===== src/hdl/icache_pkg.sv =====
package icache_pkg;

    // ##################################################
    // cache geometry
    // ##################################################
    localparam int line_count  = 16;
    localparam int index_bits  = 4;
    localparam int offset_bits = 2;
    localparam int tag_bits    = 26;
    localparam int word_bits   = 32;

    // ##################################################
    // address views
    // ##################################################
    typedef struct packed {
        logic [tag_bits-1:0]    tag;
        logic [index_bits-1:0]  index;
        logic [offset_bits-1:0] offset;   // always zero for word fetches
    } icache_addr_fields_t;

    typedef union packed {
        logic [word_bits-1:0] raw;
        icache_addr_fields_t  fields;
    } icache_addr_u;

    // ##################################################
    // port and internal bundles
    // ##################################################
    typedef struct packed {
        logic         valid;
        icache_addr_u addr;
    } cpu_req_t;

    typedef struct packed {
        logic                 ready;   // one-cycle pulse
        logic [word_bits-1:0] data;
    } cpu_rsp_t;

    typedef struct packed {
        logic                 valid;
        logic [word_bits-1:0] addr;
    } mem_req_t;

    typedef struct packed {
        logic                 ready;
        logic [word_bits-1:0] data;
    } mem_rsp_t;

    typedef struct packed {
        logic                 valid;
        logic [tag_bits-1:0]  tag;
        logic [word_bits-1:0] data;
    } line_lookup_t;

    typedef struct packed {
        logic                  we;
        logic [index_bits-1:0] index;
        logic [tag_bits-1:0]   tag;
        logic [word_bits-1:0]  data;
    } line_fill_t;

endpackage


===== src/hdl/icache_ctrl.sv =====
`timescale 1ns/1ps

module icache_ctrl
    import icache_pkg::*;
(
    input  logic                  clk,
    input  logic                  rst,
    input  logic                  flush,
    input  cpu_req_t              cpu_req,
    output cpu_rsp_t              cpu_rsp,
    output mem_req_t              mem_req,
    input  mem_rsp_t              mem_rsp,
    output logic [index_bits-1:0] lookup_index,
    input  line_lookup_t          lookup,
    output line_fill_t            fill,
    output logic                  flush_clear
);

    typedef enum logic [1:0] {
        st_idle,
        st_compare,
        st_allocate
    } state_t;

    state_t               state_q;
    state_t               state_next;
    icache_addr_u         req_addr_q;
    logic                 flush_pend_q;
    logic                 rsp_ready_q;
    logic [word_bits-1:0] rsp_data_q;
    logic                 mem_valid_q;
    logic [word_bits-1:0] mem_addr_q;
    logic                 hit;
    logic                 accept;
    logic                 mem_done;

    // ##################################################
    // decisions
    // ##################################################
    // flush is taken only in idle; a request seen in the same cycle waits
    assign flush_clear = (state_q == st_idle) && (flush || flush_pend_q);

    // skip the cycle where the fetch unit still holds valid beside our ready
    assign accept = (state_q == st_idle) && cpu_req.valid && !rsp_ready_q && !flush_clear;

    assign hit      = lookup.valid && (lookup.tag == req_addr_q.fields.tag);
    assign mem_done = (state_q == st_allocate) && mem_rsp.ready;

    always_comb
    begin
        state_next = state_q;
        case (state_q)
            st_idle:
            begin
                if (accept)
                begin
                    state_next = st_compare;
                end
            end
            st_compare:
            begin
                state_next = hit ? st_idle : st_allocate;
            end
            st_allocate:
            begin
                if (mem_rsp.ready)
                begin
                    state_next = st_compare;   // compare again, now a hit
                end
            end
            default:
            begin
                state_next = st_idle;
            end
        endcase
    end

    // ##################################################
    // control registers
    // ##################################################
    always_ff @(posedge clk)
    begin
        if (rst)
        begin
            state_q      <= st_idle;
            flush_pend_q <= 1'b0;
            rsp_ready_q  <= 1'b0;
            mem_valid_q  <= 1'b0;
        end
        else
        begin
            state_q     <= state_next;
            rsp_ready_q <= (state_q == st_compare) && hit;   // single-cycle pulse
            if (flush_clear)
            begin
                flush_pend_q <= 1'b0;
            end
            else if (flush)
            begin
                flush_pend_q <= 1'b1;
            end
            if ((state_q == st_compare) && !hit)
            begin
                mem_valid_q <= 1'b1;
            end
            else if (mem_done)
            begin
                mem_valid_q <= 1'b0;
            end
        end
    end

    // payload registers
    always_ff @(posedge clk)
    begin
        if (accept)
        begin
            req_addr_q <= cpu_req.addr;
        end
        if ((state_q == st_compare) && hit)
        begin
            rsp_data_q <= lookup.data;
        end
        if ((state_q == st_compare) && !hit)
        begin
            mem_addr_q <= {req_addr_q.raw[word_bits-1:offset_bits], {offset_bits{1'b0}}};
        end
    end

    // ##################################################
    // outputs
    // ##################################################
    assign lookup_index = req_addr_q.fields.index;

    assign fill.we    = mem_done;   // written on the edge memory answers
    assign fill.index = req_addr_q.fields.index;
    assign fill.tag   = req_addr_q.fields.tag;
    assign fill.data  = mem_rsp.data;

    assign cpu_rsp.ready = rsp_ready_q;
    assign cpu_rsp.data  = rsp_data_q;
    assign mem_req.valid = mem_valid_q;
    assign mem_req.addr  = mem_addr_q;

endmodule


===== src/hdl/icache_store.sv =====
`timescale 1ns/1ps

module icache_store
    import icache_pkg::*;
(
    input  logic                  clk,
    input  logic                  rst,
    input  logic                  flush_clear,
    input  logic [index_bits-1:0] lookup_index,
    input  line_fill_t            fill,
    output line_lookup_t          lookup
);

    // ##################################################
    // line storage
    // ##################################################
    logic [line_count-1:0] valid_q;
    logic [tag_bits-1:0]   tag_mem  [line_count];
    logic [word_bits-1:0]  data_mem [line_count];

    // reset and flush clear the valid bits
    always_ff @(posedge clk)
    begin
        if (rst || flush_clear)
        begin
            valid_q <= '0;
        end
        else if (fill.we)
        begin
            valid_q[fill.index] <= 1'b1;
        end
    end

    always_ff @(posedge clk)
    begin
        if (fill.we)
        begin
            tag_mem[fill.index]  <= fill.tag;
            data_mem[fill.index] <= fill.data;
        end
    end

    // ##################################################
    // lookup of the indexed line
    // ##################################################
    always_comb
    begin
        lookup.valid = valid_q[lookup_index];
        lookup.tag   = tag_mem[lookup_index];
        lookup.data  = data_mem[lookup_index];
    end

endmodule


===== src/hdl/icache_top.sv =====
`timescale 1ns/1ps

module icache_top
    import icache_pkg::*;
(
    input  logic     clk,
    input  logic     rst,
    input  logic     flush,
    input  cpu_req_t cpu_req,
    output cpu_rsp_t cpu_rsp,
    output mem_req_t mem_req,
    input  mem_rsp_t mem_rsp
);

    // ##################################################
    // controller to store
    // ##################################################
    logic [index_bits-1:0] lookup_index;
    line_lookup_t          lookup;
    line_fill_t            fill;
    logic                  flush_clear;

    icache_ctrl u_ctrl (
        .clk          (clk),
        .rst          (rst),
        .flush        (flush),
        .cpu_req      (cpu_req),
        .cpu_rsp      (cpu_rsp),
        .mem_req      (mem_req),
        .mem_rsp      (mem_rsp),
        .lookup_index (lookup_index),
        .lookup       (lookup),
        .fill         (fill),
        .flush_clear  (flush_clear)
    );

    icache_store u_store (
        .clk          (clk),
        .rst          (rst),
        .flush_clear  (flush_clear),
        .lookup_index (lookup_index),
        .fill         (fill),
        .lookup       (lookup)
    );

endmodule


===== config.mk =====
export PLATFORM = sky130hd
export DESIGN_NAME = icache_top
export DESIGN_NICKNAME = d
export VERILOG_FILES = /design/src/hdl/icache_pkg.sv /design/src/hdl/icache_ctrl.sv /design/src/hdl/icache_store.sv /design/src/hdl/icache_top.sv
export SDC_FILE = /design/constraint.sdc
export NUM_CORES = 1
export LEC_CHECK = 0
export ABC_CLOCK_PERIOD_IN_PS = 6720
export BUFFER_PORTS_ARGS = -buffer_cell sky130_fd_sc_hd__buf_2
export CORE_MARGIN = 1
export CORE_UTILIZATION = 48
export DETAILED_ROUTE_END_ITERATION = 16
export PLACE_DENSITY = 0.73
export SETUP_SLACK_MARGIN = 0.3
export SYNTH_ARGS = -nofsm -noshare
export SYNTH_HDL_FRONTEND = slang
export SYNTH_SLANG_ARGS = --single-unit

===== constraint.sdc =====
create_clock -name clk -period 6.72 [get_ports clk]
set_input_delay 0 -clock clk [delete_from_list [all_inputs] [get_ports clk]]
set_output_delay 0 -clock clk [all_outputs]
set_load 0.02 [all_outputs]

**Yosys cells after proc, flatten, opt, wreduce, memory -nomap -nowiden**

Memories as Yosys holds them, arrays and structs flattened. A register that Yosys moved wholly into a read port is not among the register bits.
Cells that the tools add are included.
W data, S select, Z words.

- Register bits: 83
- Bits of input ports: 69
- Memories: 2
- Memory bits (writable): 928
- Word-level logic and storage cells: 48
- Bits in read-only memories: 0
- Latch bits: 0
- Output and inout bits: 66

- $add $sub $neg: 0
- Mux-type cells: 13
- Eq/ne operators: 5
- Shift operators: 0
- Divide/modulo/power cells: 0
- Bitwise logic cells: 1
- Reductions and logical operators: 18
- $mul: 0
- Magnitude comparators: 2

Memories:

| name | depth | bits a word | read ports | clocked after Yosys merged registers in | write ports | line | RTL |
|---|---|---|---|---|---|---|---|
| u_store.data_mem | 16 | 32 | 1 | 1 | 1 | icache_store.sv:19 | `logic [word_bits-1:0] data_mem [line_count];` |
| u_store.tag_mem | 16 | 26 | 1 | 1 | 1 | icache_store.sv:18 | `logic [tag_bits-1:0] tag_mem [line_count];` |

Operator list:

| kind | number |
|---|---|
| $eq A26 B26 Y1 | 1 |
| $or A16 B16 Y16 | 1 |
| $logic_and A1 B1 Y1 | 9 |
| $mux W1 | 6 |
| $mux W2 | 3 |
| $pmux W2 S3 | 1 |
| $lt A4 B5 Y1 const B | 1 |
| $bmux W1 S4 | 1 |
| $demux W1 S4 | 1 |
| $ge A4 B1 Y1 const B | 1 |
| $mux W4 | 1 |
| $logic_not A1 Y1 | 3 |
| $eq A2 B1 Y1 const B | 1 |
| $eq A2 B2 Y1 const B | 1 |
| $logic_not A2 Y1 | 1 |
| $logic_or A1 B1 Y1 | 2 |
| $ne A2 B1 Y1 const B | 1 |
| $ne A2 B2 Y1 const B | 1 |
| $reduce_and A2 Y1 | 1 |
| $reduce_bool A2 Y1 | 1 |
| $reduce_or A2 Y1 | 1 |

**Depth between registers and ports, before layout**

- Depth after elaboration: 6
- Depth in mapped cells: 12
- Depth with buffers taken out: 8

**By module**

A second synthesis with hierarchy kept.

- Cell total of the unflattened synthesis: 1685
- Area, all modules: 38867.3 um^2

Modules (own cells, without submodules):

| module | sequential area each (um^2) | times used | area an instance (um^2) | cells each |
|---|---|---|---|---|
| icache_store | 28187.0 | 1 | 35243.8 | 1481 |
| icache_ctrl | 2862.7 | 1 | 3623.5 | 204 |

**Worst setup path before layout**

Ideal clock, no wire load.

- Path type: register to register
- From: register u_ctrl.req_addr_q[3] (netlist bit)
- To: memory u_store.data_mem[3][0], enable pin
- Setup time: 0.547 ns
- Path buffers: 3
- Setup slack: 0.698 ns
- Data required time: 6.173 ns
- Stages on the path, launching flop included: 6
- Arrival: 5.475 ns
- Clock period less this slack: 6.022 ns
- Cell sequence: edfxtp_1 -> clkbuf_1 -> buf_1 -> clkbuf_1 -> nand3_1 -> nor3_1

RTL lines:

| item | line | RTL |
|---|---|---|
| start: declaration | icache_ctrl.sv:27 | `icache_addr_u req_addr_q;` |
| start signal: assignment | icache_ctrl.sv:118 | `req_addr_q <= cpu_req.addr;` |
| end: declaration | icache_store.sv:19 |  |

Straight into the memory's write port.

==> results by stage <==
Detailed routing:
- The final route contains 17900 vias.
- After detailed routing, the average wire length per cell comes to 27.2 um.
- The post-route antenna net violation count is 0.
- The routed design has 82800 um of wire.
- The iteration count of the initial detailed-routing pass is 5.
- After detailed routing, the number of vias per cell comes to 5.86.
- The initial DRC count is 1617.
- After detailed routing, the number of remaining DRC violations is 0.

Clock network:
- TritonCTS created 103 clock buffers.
- The H-tree was split into 3 levels.
- The later-pin clock latency in the skew report is 0.68 ns.
- The number of clock sinks seen by CTS is 1045.
- The total setup buffers inserted after CTS is 0.
- Post-CTS repair changed the size of 0 cells.
- The root buffer cell chosen for the clock tree is sky130_fd_sc_hd__clkbuf_16.
- The clock tree from TritonCTS is yes.
- The clock passes through at most 3 buffers.
- The clock edge transition at the registers on the reported setup and hold paths is 0.07 ns.
- Hold repair after CTS inserted 67 buffers.

Logic synthesis:
- The cell area that synthesis handed to floorplanning was 39100 sq um.
- The average cell area after synthesis is 24.1 sq um.
- The sequential element share of the synthesized area is 79.6%.
- For this run, the number of Yosys warnings is 0.
- The most used flip-flop cell after synthesis is sky130_fd_sc_hd__edfxtp_1.
- The count of flip-flops with a built-in enable after synthesis is 1020.
- The count of different cell masters after synthesis is 43.
- The share of flip-flops with an asynchronous set or reset after synthesis is 0%.
- The synthesized flop and latch total is 1045.
- The instance count of the mapped netlist is 1620.

Finish:
- Leaving out fill and tap cells, the most frequent cells in the layout are 1020 x sky130_fd_sc_hd__edfxtp_1, 263 x sky130_fd_sc_hd__mux4_2, 130 x sky130_fd_sc_hd__buf_2.
- The layout overhead on the synthesized area is 15.7%.
- In the final layout, the share of cells above drive strength 1 is 31.8%.
- The count of nets after finishing is 1966.
- Once layout is complete, the utilization of the core stands at 56.2%.
- The commonest non-fill, non-tap cell in the layout is sky130_fd_sc_hd__edfxtp_1.
- The number of inserted filler cells in the final layout is 5728.

GRT:
- The final global-route overflow total is 0.
- The first global-routing pass estimated 122000 um of wire.
- Entering global routing, the biggest net connects 139 pins.
- The total global-route track usage is 20.4%.
- The initial antenna violation count came to 7.
- The number of global-route vias before repair came to 19000.

Timing:
- After layout, the worst path uses 68.6% of the clock period.
- The hold violation count in the final report came to 0.
- Timing would allow up to 217 MHz.
- The transition time at the pin with the least slew margin is 1.35 ns.
- The total negative slack for setup checks is 0 ns.
- The number of max-slew violations in the final report is 0.
- The minimum period implied by the final worst setup slack is 4.61 ns.
- Setup violations remaining at the end of the flow were counted as 0.
- Setup repair after global routing left no endpoint under its margin.
- The headroom to the max-slew limit is 10.0%.
- Clock skew on the completed layout was measured at 0.0541 ns.

Die:
- 135 I/O pins were placed.
- The effective utilization at floorplan is 48.6%.
- The die height is 287 um.
- After floorplanning, the core was sized to cover 80500 sq um.
- The die covers 82600 sq um.
- The number of standard-cell rows in the floorplan is 104.
- The width of the die is 287 um.

Worst setup path:
- The worst setup path is launched from a flip-flop.
- By startpoint and endpoint, the worst setup path is classified as flip-flop to flip-flop.
- Data on the critical path arrives at its endpoint at 4.93 ns.
- Of all nets on the critical path, the largest fanout is 55.
- The worst setup path is captured at a flip-flop.
- STA puts the critical path data required time at 7.04 ns.

Placement:
- The quantity of I/O buffers inserted on ports is 130.
- The global placement routability congestion is 0.755.
- The wire-length estimate of the detail-placed layout is 42800 um.

Run status:
- The run finished with clean final reports.

Power and ir drop:
- Across the VDD grid, the largest voltage drop is 0.000235 V.
- The leakage power total is 14.4 nW.
- Dividing total power by cell area gives a power density of 299 nW/um^2.

Hold path:
- In this run the worst hold path is classified as primary input to flip-flop.
- The startpoint identified for the worst hold timing path is cpu_req[25].

Run:
- The number of max-cap violations is 0.
routing by layer:
metal	part of all wire, %	vias up	track usage, %	routed length, um
li1	-	7452	-	-
met3	7.7	151	4.66	6400
met1	40	9533	27.6	33400
met5	0.062	-	0	51
met4	2.3	8	5.59	1870
met2	50	727	33.5	41100
flip-flops by register name, indices dropped and copies added, names as in the netlist, named ones only:
signal and flops:
u_store.tag_mem 416, u_ctrl.rsp_ready_q 1, u_ctrl.mem_valid_q 1, u_store.data_mem 512, u_ctrl.rsp_data_q 32, u_ctrl.mem_addr_q 30
u_store.valid_q 16, u_ctrl.req_addr_q 30, u_ctrl.flush_pend_q 1, u_ctrl.state_q 2
cell usage after synthesis, drive strengths merged, types with 2 or more instances:
| master | number | area share, % |
|---|---|---|
| a22oi | 3 | 0.058 |
| mux4 | 263 | 15 |
| a211oi | 2 | 0.051 |
| inv | 7 | 0.067 |
| nand4 | 3 | 0.048 |
| nand2b | 5 | 0.080 |
| mux2i | 39 | 1.0 |
| or3 | 3 | 0.048 |
| a221oi | 3 | 0.067 |
| nor3 | 7 | 0.090 |
| xnor2 | 24 | 0.54 |
| xor2 | 11 | 0.25 |
| dfxtp | 25 | 1.3 |
| buf | 51 | 0.81 |
| o22ai | 11 | 0.18 |
| nor4 | 3 | 0.064 |
| nor2b | 3 | 0.048 |
| or2 | 3 | 0.048 |
| a21oi | 6 | 0.077 |
| mux2 | 10 | 0.29 |
| o21ai | 4 | 0.051 |
| a41o | 2 | 0.051 |
| nor2 | 27 | 0.26 |
| nand2 | 28 | 0.27 |
| o21a | 16 | 0.31 |
| nand3 | 11 | 0.14 |
| edfxtp | 1020 | 78 |
| clkbuf | 22 | 0.21 |
worst max-delay path: stages, from the launching register on:
cell	delay (ns)
sky130_fd_sc_hd__dfxtp_4	1.06
sky130_fd_sc_hd__buf_4	0.35
sky130_fd_sc_hd__mux4_2	0.51
sky130_fd_sc_hd__mux2i_1	0.17
sky130_fd_sc_hd__mux2i_1	0.11
sky130_fd_sc_hd__xnor2_1	0.38
sky130_fd_sc_hd__nand3_1	0.20
sky130_fd_sc_hd__nor2_1	0.19
sky130_fd_sc_hd__nand4_1	0.24
sky130_fd_sc_hd__nor2_4	0.50
sky130_fd_sc_hd__buf_4	0.50
where the power goes:
group / switching (mW) / internal [mW]
sequential: 0.0747 / 7.18
clock: 2.45 / 3.21
combinational: 0.302 / 0.297
per-stage QoR:
stage | instances | setup slack, ns | instance area (sq um) | hold WS (ns) | power [mW]
final | 3048 | 2.11 | 45300 | 0.0197 | 13.5
after floorplan | 1621 | 0.698 | 39100 | 0.0691 | 7.77
after global routing | 3048 | 1.82 | 45300 | 0.0240 | 13.9
after global placement | 2785 | 1.98 | 41200 | 0.178 | 7.94
after detailed placement | 2785 | 1.96 | 41200 | 0.178 | 7.96
after CTS | 3046 | 1.99 | 45300 | 0.00483 | 13.6
final timing paths:
| check | endpoint | slack (ns) | cells after the start |
|---|---|---|---|
| min | u_ctrl.req_addr_q[25] | 0.02 | 2 |
| min reg2reg | u_store.valid_q[14] | 0.47 | 1 |
| max | u_ctrl.rsp_data_q[19] | 2.11 | 10 |
| max reg2reg | u_ctrl.rsp_data_q[19] | 2.11 | 10 |
cell families after synthesis:
group / after synthesis / share of synthesized area [%]
buffers and inverters: 80 / 1.08
XOR/XNOR: 35 / 0.784
AND/OR/NAND/NOR: 95 / 1.15
other: 1 / 0.00959
AO/OA/AOI/OAI: 52 / 0.950
flip-flops: 1045 / 79.6
multiplexers: 312 / 16.4
layout make-up:
type                       count  area [sq um]  area share, %
timing repair buffer         244          1720           3.81
multi-input combinational    496          7680           17.0
clock inverter                67           641           1.42
clock buffer                 127          2720           6.01
tap                         1060          1330           2.93
sequential                  1045         31100           68.8
antenna                        2          5.00         0.0111
inverter                       7          26.3         0.0581
(Power assumes the default switching activity.)
